==> config.mk <==
export PLATFORM = sky130hd
export DESIGN_NAME = readback_capture
export DESIGN_NICKNAME = d
export VERILOG_FILES = /design/src/verilog/bpsi_pkg.sv /design/src/verilog/readback_capture.sv
export SDC_FILE = /design/constraint.sdc
export NUM_CORES = 1
export LEC_CHECK = 0
export ABC_AREA = 1
export BUFFER_PORTS_ARGS = -buffer_cell sky130_fd_sc_hd__buf_4
export CAP_MARGIN = 20
export CELL_PAD_IN_SITES_DETAIL_PLACEMENT = 1
export CELL_PAD_IN_SITES_GLOBAL_PLACEMENT = 2
export CORE_AREA = 2 2 64 66
export CTS_CLUSTER_SIZE = 30
export DETAILED_ROUTE_END_ITERATION = 16
export DIE_AREA = 0 0 66 68
export PLACE_DENSITY_LB_ADDON = 0.1
export REMOVE_ABC_BUFFERS = 1
export SYNTH_ARGS = -nofsm -noshare
export SYNTH_HDL_FRONTEND = slang
export SYNTH_SLANG_ARGS = --single-unit
==> constraint.sdc <==
create_clock -name clk_i -period 1.5 [get_ports clk_i]
set_input_delay 0.225 -clock clk_i [delete_from_list [all_inputs] [get_ports clk_i]]
set_output_delay 0.225 -clock clk_i [all_outputs]
set_load 0.02 [all_outputs]
==> src/verilog/bpsi_pkg.sv <==
`default_nettype none

package bpsi_pkg;

    //////////////////////////////////////////////////////////////////////
    // payload and link types
    //////////////////////////////////////////////////////////////////////

    typedef logic [31:0] rb_word_t;
    typedef logic [15:0] adc_sample_t;
    typedef logic [7:0]  tx_byte_t;
    typedef logic [15:0] frame_len_t;
    typedef logic [10:0] rb_count_t;

    // one closed readback burst waiting for the link
    typedef struct packed {
        logic      pending;
        rb_count_t words;
    } rb_req_t;

    // byte stream towards the slave link
    typedef struct packed {
        logic     byte_en;
        tx_byte_t data;
    } tx_out_t;

    //////////////////////////////////////////////////////////////////////
    // frame constants
    //////////////////////////////////////////////////////////////////////

    // type codes, high byte goes out first
    localparam logic [15:0] READBACK_TYPE = 16'h1002;
    localparam logic [15:0] RAWADC_TYPE   = 16'h1004;

    // type code bytes ahead of the payload
    localparam int HDR_BYTES = 2;

    localparam int RB_FIFO_DEPTH  = 1024;
    localparam int ADC_FIFO_DEPTH = 1024;

    // hardware defaults, overridden at the top level
    localparam int DEF_ADC_DECIM = 100000;
    localparam int DEF_ADC_BLOCK = 512;

endpackage

`default_nettype wire

==> src/verilog/readback_capture.sv <==
`timescale 1ns/1ns
`default_nettype none

module readback_capture import bpsi_pkg::*; (
    input  wire     clk_i,
    input  wire     rst_i,
    input  wire     rb_vld_i,
    input  wire     rb_last_i,
    input  wire     done_i,
    output rb_req_t req_o
);

    rb_count_t word_cnt;
    logic      last_word;

    // last only counts together with a valid word
    assign last_word = rb_vld_i && rb_last_i;

    //////////////////////////////////////////////////////////////////////
    // burst length
    //////////////////////////////////////////////////////////////////////

    always_ff @(posedge clk_i) begin
        if (rst_i) begin
            word_cnt <= '0;
        end else if (last_word) begin
            word_cnt <= '0;
        end else if (rb_vld_i) begin
            word_cnt <= word_cnt + 1'b1;
        end
    end

    //////////////////////////////////////////////////////////////////////
    // frame request
    //////////////////////////////////////////////////////////////////////

    // held until the arbiter sees the link acknowledge
    always_ff @(posedge clk_i) begin
        if (rst_i) begin
            req_o <= '0;
        end else if (last_word) begin
            req_o.pending <= 1'b1;
            req_o.words   <= word_cnt + 1'b1;
        end else if (done_i) begin
            req_o.pending <= 1'b0;
        end
    end

    // a second burst may only close once the previous frame is acknowledged
    a_no_burst_overrun: assert property (
        @(posedge clk_i) disable iff (rst_i)
        last_word |-> (!req_o.pending || done_i)
    );

endmodule

`default_nettype wire

==> results by group, run 1 <==
Status
  – Status: finished, final reports clean

STA
  – Min Clock Period, post-route: 1.32 ns
  – Setup Viol. Count Final: 0
  – RSZ-0062 raised after global routing: no
  – Setup TNS: 0 ns
  – Worst-margin pin slew: ~0.28 ns
  – Final Cycle Share: between 80% and 90%
  – Setup skew after layout: 0.00734 ns
  – Max-slew violations: 0
  – Relative slew slack: 81.2%
  – Peak Freq: approximately 760 MHz
  – Final Hold Viols: 0
  – Hold_ws: 0.143 ns

Final layout
  – Reg area: about 460 µm²
  – Area Overhead vs Synth: 22.7%
  – Number of diodes: 0
  – Multi-input logic area: ~490 µm²
  – Ratio of cells with drive above 1 in the final layout: between 20% and 30%
  – # nets final: between 150 and 200
  – Filler Cells Inserted: about 500

Floorplan
  – Starting Density: 27.3%
  – Std cell rows: 23
  – Die area: between 4000 and 5000 µm²
  – I/O pins: 17
  – Die height: roughly 68 µm
  – Die Span X: about 66 µm
  – Core ar.: 3860 µm²

Global route
  – Largest net degree at the start of global routing: 14
  – Initial antenna violation count: 0
  – First-pass GRT wire length: 4490 µm
  – Vias in the first global route: between 900 and 1k
  – All-Layer GR Usage: roughly an eighth
  – Overflow after GRT: 0

Routing
  – Via count: around 940
  – Final wirelength: 2610 µm
  – Post-DR vias/cell: 4.37
  – Detailed router's first-iteration violation count: 25
  – # DRC: 0
  – DRT Pass-1 Iters: 4
  – DR WL/cell: approximately 12 µm
  – Detail Route Antenna Nets: 0

Synthesis
  – Post-synthesis adder-cell area fraction: roughly 1.2%
  – Cells after Synth: around 140
  – FF+latch count, synth: 23
  – Synth Area in Simple Gates: between 20% and 30%
  – Synth Area in Compound Gates: about an eighth
  – Count leader, synth: nand2_1
  – Yosys cell types: 22
  – Post-synth ARST share: 0%
  – Share of the synthesized area in the top cell type: around 44%
  – Synth Flop Type: dfxtp_1
  – Largest family of logic cells by synthesized area: simple AND/OR/NAND/NOR gates
  – Synthesized area: roughly 1100 µm²
  – Post-synthesis sequential area ratio: between 40% and 50%
  – Synth Area in XOR/XNOR: under 10%
  – Ys Warns: 0
  – Syn Area/Cell: around 7.3 µm²
  – Mux contribution to synthesized area: 0%
  – Synth top cells by count: nand2_1 (41), dfxtp_1 (23), inv_1 (21), nand3_1 (10), o21ai_0 (9)
  – Top cells by area, synth: dfxtp_1 (44%), nand2_1 (15%), inv_1 (7.5%)
  – Yosys top cell by area: dfxtp_1
  – EDFF count, synth: 0

Clock tree
  – Post CTS Setup Buffer Count: 0
  – CTS Sinks: 23
  – Skew-Pair Late Insertion Delay: 0.26 ns
  – Clock tree buffer depth: 2
  – Clock slew at reported path FFs: roughly 0.090 ns
  – CTS tree: yes
  – Post-CTS sizing: 0
  – Num CTS Buffers: 3
  – Post-CTS Hold Fix Bufs: 0
  – Clock tree root buffer cell: clkbuf_8
  – H-Tree Depth: 1

Pwr
  – Gate power share: about an eighth
  – Internal power: between 800 and 900 µW
  – Sequential power share: between 50% and 60%
  – VDD IR-drop max: about 0.35 mV
  – Switching part of the total power: a little over a quarter
  – Total Power: between 1000 and 1500 µW
  – Power Density: around 930 nW/µm²
  – Clock power share: roughly 33%
  – Leak: roughly 0.00063 µW
  – Sw Pwr: approximately 320 µW

Critical path
  – CP Cell Sequence: ha_1 -> nand2_2 -> nor2_4 -> nand2_1 -> nand2_1 -> nand3_1 -> nand2_1 -> inv_1
  – Req. time, crit path: approximately 1.7 ns
  – Max incr delay on CP: roughly 0.43 ns
  – Most frequent CP cell: nand2_1
  – Critical-path maximum fanout: 5
  – CP Launch Type: register
  – Arrival @ worst endpoint: ~1.5 ns
  – Kind of critical path: reg -> reg
  – Slowest-stage cell, CP: dfxtp_1
  – Crit end category: register

Job
  – Max Cap Viol: 0

Placement
  – Placer Congestion: ~0.75
  – Number of I/O port buffers: 16
  – Detailed Place HPWL: roughly 2000 µm

Min path
  – Hold WC Path Type: in -> reg
state kept, by name, summed over array words and instances (netlist names):
| register | cells |
|---|---|
| req_o | 12 |
| word_cnt | 11 |
cell families (layout without fill, tap and decap cells):
logic type	after synthesis	after routing
AO/OA/AOI/OAI	23	23
XOR/XNOR	4	4
adder cells (fa/ha/maj)	1	1
buffers and inverters	25	46
flip-flops	23	23
AND/OR/NAND/NOR	68	68
final timing paths:
kind	start	end	slack, ns	depth (start not counted)
worst min register to register	req_o[11]$_SDFFE_PP0P_	req_o[11]$_SDFFE_PP0P_	0.46	2
worst max-delay path	word_cnt[0]$_SDFFE_PP0P_	word_cnt[10]$_SDFFE_PP0P_	0.18	8
worst max register to register	word_cnt[0]$_SDFFE_PP0P_	word_cnt[10]$_SDFFE_PP0P_	0.18	8
worst min-delay path	done_i	req_o[11]$_SDFFE_PP0P_	0.14	2
area by class of cell:
cell class                 count  share of cell area (%)
tap                           50                    4.85
inverter                      23                    6.69
sequential                    23                    35.7
multi-input combinational     96                    38.1
timing repair buffer          19                    11.1
clock inverter                 1                   0.388
clock buffer                   3                    3.20
metal layers:
layer / vias up / track usage, % / share of wire [%]
li1: 493 / - / -
met1: 430 / 16.3 / 50
met2: 14 / 23.4 / 46
met3: 2 / 2.14 / 3.7
met4: 0 / 3.83 / 0.69
met5: - / 0 / 0
through the flow:
step | instances | worst slack (ns) | utilization (%) | cell area (µm²)
after floorplan | 142 | 0.340 | - | 1040
after global placement | 211 | 0.239 | 32.3 | 1240
after detailed placement | 211 | 0.175 | 32.3 | 1240
after CTS | 215 | 0.161 | 33.5 | 1290
after global routing | 215 | 0.0304 | 33.5 | 1290
final | 215 | 0.177 | 33.5 | 1290
worst max-delay path, delay by kind of cell, from the launching register on:
family                   cells  cell delay, ns
buffers and inverters        1            0.03
adder cells (fa/ha/maj)      1            0.23
AND/OR/NAND/NOR              6            0.53
flip-flops                   1            0.43
layout by cell type, fill, tap and decap left out, drive strengths merged:
| cell type | instances |
|---|---|
| clkbuf | 3 |
| nand3 | 11 |
| inv | 22 |
| a22o | 2 |
| buf | 19 |
| xor2 | 3 |
| clkinv | 2 |
| ha | 1 |
| o31ai | 1 |
| nor2 | 11 |
| xnor2 | 1 |
| o21ai | 10 |
| dfxtp | 23 |
| nand2 | 46 |
| a31oi | 2 |
| a21oi | 8 |
power by group through the flow:
stage / clock, µW / sequential [µW] / combinational [µW]
2_1_floorplan: 0 / 685 / 74.5
3_3_place_gp: 0 / 675 / 150
3_5_place_dp: 0 / 676 / 153
4_1_cts: 415 / 662 / 154
5_1_grt: 432 / 666 / 172
6_report: 391 / 662 / 150
Power figures use the tool's default switching activity.
==> run 2, diff against run 1 <==
==> constraint.sdc (replaced) <==
create_clock -name clk_i -period 1.3 [get_ports clk_i]
set_input_delay 0.195 -clock clk_i [delete_from_list [all_inputs] [get_ports clk_i]]
set_output_delay 0.195 -clock clk_i [all_outputs]
set_load 0.02 [all_outputs]
==> results by group, run 2 (same netlist as run 1, synthesis figures left out) <==
Final layout
  – # nets final: 175 (+1.7%)
  – Fin util: 34.2% (+0.71 points)
  – Area Overhead vs Synth: 25.4%
  – Top reg by flops: req_o
  – Filler Cells Inserted: 504 (+2.9%)
  – Commonest non-fill, non-tap cell in the layout: nand2_1
  – Max reg flops: 12 (unchanged)
  – Ratio of cells with drive above 1 in the final layout: 24.4% (+3.2 points)
  – Largest regs: req_o x12, word_cnt x11
  – Multi-input logic area: 494 µm² (+0.51%)
  – Reg area: 464 µm² (+0.82%)
  – Number of diodes: 0 (unchanged)
  – Commonest cells after routing, fill and taps aside: nand2_1 (41), buf_4 (22), inv_1 (21), dfxtp_1 (20), nand3_1 (10)

Critical path
  – Critical-path maximum fanout: 5 (unchanged)
  – CP Launch Type: register
  – CP Cell Sequence: nand3_2 -> nor2_4 -> nand2_1 -> nand2_1 -> nand3_1 -> nand2_1 -> inv_1
  – Crit path max-delay family: simple AND/OR/NAND/NOR gates
  – Max incr delay on CP: 0.43 ns (about the same)
  – Reg2reg setup slack: 0.13 ns (-0.04 ns)
  – Buf/Inv on CP: 1 (unchanged)
  – Kind of critical path: reg -> reg
  – Req. time, crit path: 1.48 ns (-0.19 ns)
  – Arrival @ worst endpoint: 1.34 ns (-0.16 ns)
  – Crit end category: register
  – Slowest-stage cell, CP: dfxtp_1
  – Most frequent CP cell: nand2_1

Clock tree
  – Post-CTS Hold Fix Bufs: 0 (unchanged)
  – CTS Sinks: 23 (unchanged)
  – CTS tree: yes
  – Post CTS Setup Buffer Count: 0 (unchanged)
  – Post-CTS sizing: 0 (unchanged)
  – Clock tree buffer depth: 2 (unchanged)
  – Skew-Pair Late Insertion Delay: 0.27 ns (about the same)
  – Clock slew at reported path FFs: 0.08 ns (about the same)
  – Num CTS Buffers: 3 (unchanged)
  – H-Tree Depth: 1 (unchanged)
  – Clock tree root buffer cell: clkbuf_8

STA
  – Min Clock Period, post-route: 1.17 ns (-0.157 ns)
  – Setup TNS: 0 ns (unchanged)
  – Setup Viol. Count Final: 0 (unchanged)
  – Setup skew after layout: 0.00426 ns (-0.00308 ns)
  – Final Cycle Share: 89.7% (+1.5 points)
  – Max-slew violations: 0 (unchanged)
  – Peak Freq: 858 MHz (+13%)
  – Final Hold Viols: 0 (unchanged)
  – RSZ-0062 raised after global routing: no
  – Worst-margin pin slew: 0.302 ns (+0.0218 ns)
  – Relative slew slack: 79.8% (-1.5 points)

Floorplan
  – Starting Density: 27.3% (unchanged)
  – I/O pins: 17 (unchanged)
  – Die height: 68 µm (unchanged)
  – Die Span X: 66 µm (unchanged)
  – Core ar.: 3860 µm² (unchanged)
  – Die area: 4490 µm² (unchanged)
  – Std cell rows: 23 (unchanged)

Routing
  – DR WL/cell: 11.9 µm (-1.7%)
  – Via count: 945 (+0.64%)
  – Post-DR vias/cell: 4.33 (-0.75%)
  – M1 wire length: 1200 µm (-7.0%)
  – # DRC: 0 (unchanged)
  – DR top layer: met4
  – DRT Pass-1 Iters: 3 (-1)
  – Detail Route Antenna Nets: 0 (unchanged)
  – Detailed router's first-iteration violation count: 17 (-32%)
  – Met3 Wirelength: 108 µm (+11%)
  – Final wirelength: 2610 µm (-0.34%)
  – Met2 wire len: 1260 µm (+4.7%)

Placement
  – Placer Congestion: 0.767 (+1.9%)
  – Number of I/O port buffers: 16 (unchanged)
  – Detailed Place HPWL: 2000 µm (+2.5%)

Pwr
  – VDD IR-drop max: 0.429 mV (+23%)
  – Power Density: 1070 nW/µm² (+14%)
  – Total Power: 1400 µW (+17%)
  – Leak: 0.000639 µW (+1.8%)

Global route
  – First-pass GRT wire length: 4400 µm (-2.1%)
  – Overflow after GRT: 0 (unchanged)
  – All-Layer GR Usage: 13.0% (-0.053 points)
  – Initial antenna violation count: 0 (unchanged)
  – Largest net degree at the start of global routing: 13 (-1)
  – Vias in the first global route: 948 (-3.5%)

Min path
  – Hold WC Path Type: in -> reg

Job
  – Max Cap Viol: 0 (unchanged)

Status
  – Status: finished, final reports clean
==> run 2: report_power, final <==
part	internal [µW]	switching (µW)
registers	738	23.2
logic	75.5	110
clock network	219	238
total	1030	371
==> run 2: worst paths after layout <==
kind / from / end / depth (start not counted)
min: done_i / req_o[11]$_SDFFE_PP0P_ / 2
max reg2reg: word_cnt[2]$_SDFFE_PP0P_ / word_cnt[7]$_SDFFE_PP0P_ / 7
max: word_cnt[2]$_SDFFE_PP0P_ / word_cnt[7]$_SDFFE_PP0P_ / 7
min reg2reg: req_o[11]$_SDFFE_PP0P_ / req_o[11]$_SDFFE_PP0P_ / 2
==> run 2: per-layer routing <==
| metal | up-vias | track usage, % |
|---|---|---|
| met4 | 0 | 4.59 |
| met2 | 17 | 23.0 |
| li1 | 497 | - |
| met5 | - | 0 |
| met3 | 5 | 2.63 |
| met1 | 426 | 15.9 |
==> run 2: area by class of cell <==
cell class	count	area share [%]
clock buffer	4	3.42
inverter	23	6.55
multi-input combinational	96	37.5
sequential	23	35.2
tap	50	4.75
timing repair buffer	22	12.5
==> run 2: worst reg2reg max path: stages, from the launching register on <==
cell and delay, ns:
dfxtp_1 0.43, nand3_2 0.15, nor2_4 0.17, nand2_1 0.08, nand2_1 0.08, nand3_1 0.07, nand2_1 0.06, inv_1 0.03
==> run 2: per-stage QoR <==
stage	hold WS [ns]	cells	instance area, µm²	setup slack (ns)
detailed placement	0.385	214	1270	0.0792
global placement	0.387	214	1270	0.119
CTS	0.0920	218	1310	0.0666
global route	0.112	218	1320	0.00653
finish	0.0991	218	1320	0.134
floorplan	0.279	142	1040	0.140
==> run 3, diff against run 2 <==
--- a/config.mk
+++ b/config.mk
@@ -6,14 +6,14 @@
 export NUM_CORES = 1
 export LEC_CHECK = 0
 export ABC_AREA = 1
-export BUFFER_PORTS_ARGS = -buffer_cell sky130_fd_sc_hd__buf_4
+export BUFFER_PORTS_ARGS = -buffer_cell sky130_fd_sc_hd__buf_2
 export CAP_MARGIN = 20
 export CELL_PAD_IN_SITES_DETAIL_PLACEMENT = 1
 export CELL_PAD_IN_SITES_GLOBAL_PLACEMENT = 2
-export CORE_AREA = 2 2 64 66
+export CORE_AREA = 2 2 66 62
 export CTS_CLUSTER_SIZE = 30
 export DETAILED_ROUTE_END_ITERATION = 16
-export DIE_AREA = 0 0 66 68
+export DIE_AREA = 0 0 68 64
 export PLACE_DENSITY_LB_ADDON = 0.1
 export REMOVE_ABC_BUFFERS = 1
 export SYNTH_ARGS = -nofsm -noshare
==> results by group, run 3 (same netlist as run 1, synthesis figures left out) <==
Status
  – Status: finished, final reports clean

Final layout
  – Reg area: 467 µm² (+0.54%)
  – Commonest cells after routing, fill and taps aside: nand2_1 (41), inv_1 (21), dfxtp_1 (18), buf_2 (16), nand3_1 (10)
  – Area Overhead vs Synth: 20.1%
  – Top reg by flops: req_o
  – # nets final: 172 (-1.7%)
  – Largest regs: req_o x12, word_cnt x11
  – Max reg flops: 12 (unchanged)
  – Number of diodes: 0 (unchanged)
  – Fin util: 34.8% (+0.65 points)
  – Commonest non-fill, non-tap cell in the layout: nand2_1
  – Ratio of cells with drive above 1 in the final layout: 24.2% (-0.16 points)
  – Filler Cells Inserted: 478 (-5.2%)
  – Post-Layout Cell Count: 211 (-3.2%)
  – Multi-input logic area: 504 µm² (+2.0%)

Floorplan
  – Std cell rows: 21 (-8.7%)
  – Die height: 64 µm (-5.9%)
  – I/O pins: 17 (unchanged)
  – Core ar.: 3630 µm² (-6.0%)
  – Die area: 4350 µm² (-3.0%)
  – Starting Density: 29.0% (+1.7 points)
  – Die Span X: 68 µm (+3.0%)

STA
  – Peak Freq: 864 MHz (+0.71%)
  – Setup skew after layout: 0.00349 ns (-0.000765 ns)
  – Setup TNS: 0 ns (unchanged)
  – Min Clock Period, post-route: 1.16 ns (-0.00820 ns)
  – Worst setup margin: 0.142 ns (+0.00820 ns)
  – Relative slew slack: 78.3% (-1.5 points)
  – Final Cycle Share: 89.1% (-0.63 points)
  – Worst-margin pin slew: 0.323 ns (+0.0218 ns)
  – Final Hold Viols: 0 (unchanged)
  – Max-slew violations: 0 (unchanged)
  – Setup Viol. Count Final: 0 (unchanged)

Global route
  – Vias in the first global route: 983 (+3.7%)
  – All-Layer GR Usage: 14.5% (+1.4 points)
  – Largest net degree at the start of global routing: 13 (unchanged)
  – First-pass GRT wire length: 4690 µm (+6.8%)
  – Initial antenna violation count: 0 (unchanged)
  – Overflow after GRT: 0 (unchanged)

Critical path
  – Arrival @ worst endpoint: 1.33 ns (about the same)
  – CP Launch Type: register
  – Req. time, crit path: 1.47 ns (about the same)
  – Kind of critical path: reg -> reg
  – Crit end category: register
  – Critical-path maximum fanout: 5 (unchanged)

Clock tree
  – CTS Sinks: 23 (unchanged)
  – CTS tree: yes
  – Clock tree buffer depth: 2 (unchanged)
  – Skew-Pair Late Insertion Delay: 0.26 ns (about the same)
  – Num CTS Buffers: 3 (unchanged)
  – H-Tree Depth: 1 (unchanged)
  – Clock slew at reported path FFs: 0.08 ns (about the same)
  – Clock tree root buffer cell: clkbuf_8

Routing
  – DRT Pass-1 Iters: 3 (unchanged)
  – Detailed router's first-iteration violation count: 36 (+19)
  – Via count: 948 (+0.32%)
  – Detail Route Antenna Nets: 0 (unchanged)
  – DR WL/cell: 13.2 µm (+10%)
  – Post-DR vias/cell: 4.49 (+3.6%)
  – # DRC: 0 (unchanged)
  – Final wirelength: 2780 µm (+6.6%)

Job
  – Max Cap Viol: 0 (unchanged)

Pwr
  – Switching part of the total power: 26.3% (-0.14 points)
  – Internal power: 1020 µW (-1.3%)
  – Leak: 0.000622 µW (-2.7%)
  – Sequential power share: 55.4% (+1.2 points)
  – Gate power share: 12.3% (-0.9 points)
  – Total Power: 1380 µW (-1.5%)
  – Sw Pwr: 364 µW (-2.1%)
  – Power Density: 1090 nW/µm² (+2.8%)
  – VDD IR-drop max: 0.543 mV (+27%)
  – Clock power share: 32.3% (-0.3 points)

Placement
  – Placer Congestion: 0.711 (-7.4%)
  – Number of I/O port buffers: 16 (unchanged)
  – Pre-CTS WS: 0.0279 ns (-0.0513 ns)
  – Detailed Place HPWL: 2170 µm (+8.8%)
  – Post-Place Cells: 207 (-3.3%)

Min path
  – Hold WC Path Type: in -> reg
## run 3: cell types whose count changed in the layout (fill, tap and decap cells not counted), sizes merged
cell,previous run,this run
buf,22,19
## run 3: path summary, 6_finish.rpt
| kind | startpoint | end | slack [ns] | depth (start not counted) |
|---|---|---|---|---|
| setup reg to reg | word_cnt[0]$_SDFFE_PP0P_ | word_cnt[10]$_SDFFE_PP0P_ | 0.14 | 8 |
| hold / removal | done_i | req_o[11]$_SDFFE_PP0P_ | 0.11 | 2 |
| setup / recovery | word_cnt[0]$_SDFFE_PP0P_ | word_cnt[10]$_SDFFE_PP0P_ | 0.14 | 8 |
| hold reg to reg | req_o[11]$_SDFFE_PP0P_ | req_o[11]$_SDFFE_PP0P_ | 0.45 | 2 |
## run 3: through the flow
stage          cell area, µm²  hold WS, ns
2_1_floorplan            1040        0.279
3_3_place_gp             1200        0.382
3_5_place_dp             1200        0.389
4_1_cts                  1240        0.104
5_1_grt                  1260        0.105
6_report                 1260        0.109
## run 3: what timing repair did
action	in CTS	in global routing
hold buffers	0	0
resized for setup	0	7
endpoints found under the setup margin	0	11
buffers inserted	0	0
## run 3: worst max-delay path: stages, from the launching register on
cell,delay (ns)
dfxtp_2,0.38
ha_4,0.15
nand2_2,0.08
nor2_4,0.14
nand2_1,0.07
nand2_1,0.08
nand3_1,0.07
nand2_1,0.06
inv_1,0.03
## run 3: final cells by class
class	instances	area share, %
Clock buffer	4	3.57
Timing Repair Buffer	19	8.13
Inverter	23	6.84
Multi-Input combinational cell	96	39.9
Tap cell	46	4.56
Sequential cell	23	37.0
## run 3: layer usage
| layer | up-vias | share of wire [%] | global-route usage (%) |
|---|---|---|---|
| li1 | 492 | - | - |
| met1 | 438 | 47 | 19.4 |
| met2 | 16 | 48 | 23.3 |
| met3 | 2 | 3.8 | 3.70 |
| met4 | 0 | 0.65 | 3.00 |
| met5 | - | 0 | 0 |
## run 3: power by group through the flow
stage / sequential, µW / clock, µW / combinational, µW
after floorplan: 791 / 0 / 86.0
after global placement: 776 / 0 / 167
after detailed placement: 778 / 0 / 171
after CTS: 762 / 468 / 172
after global routing: 771 / 499 / 195
final: 766 / 446 / 171
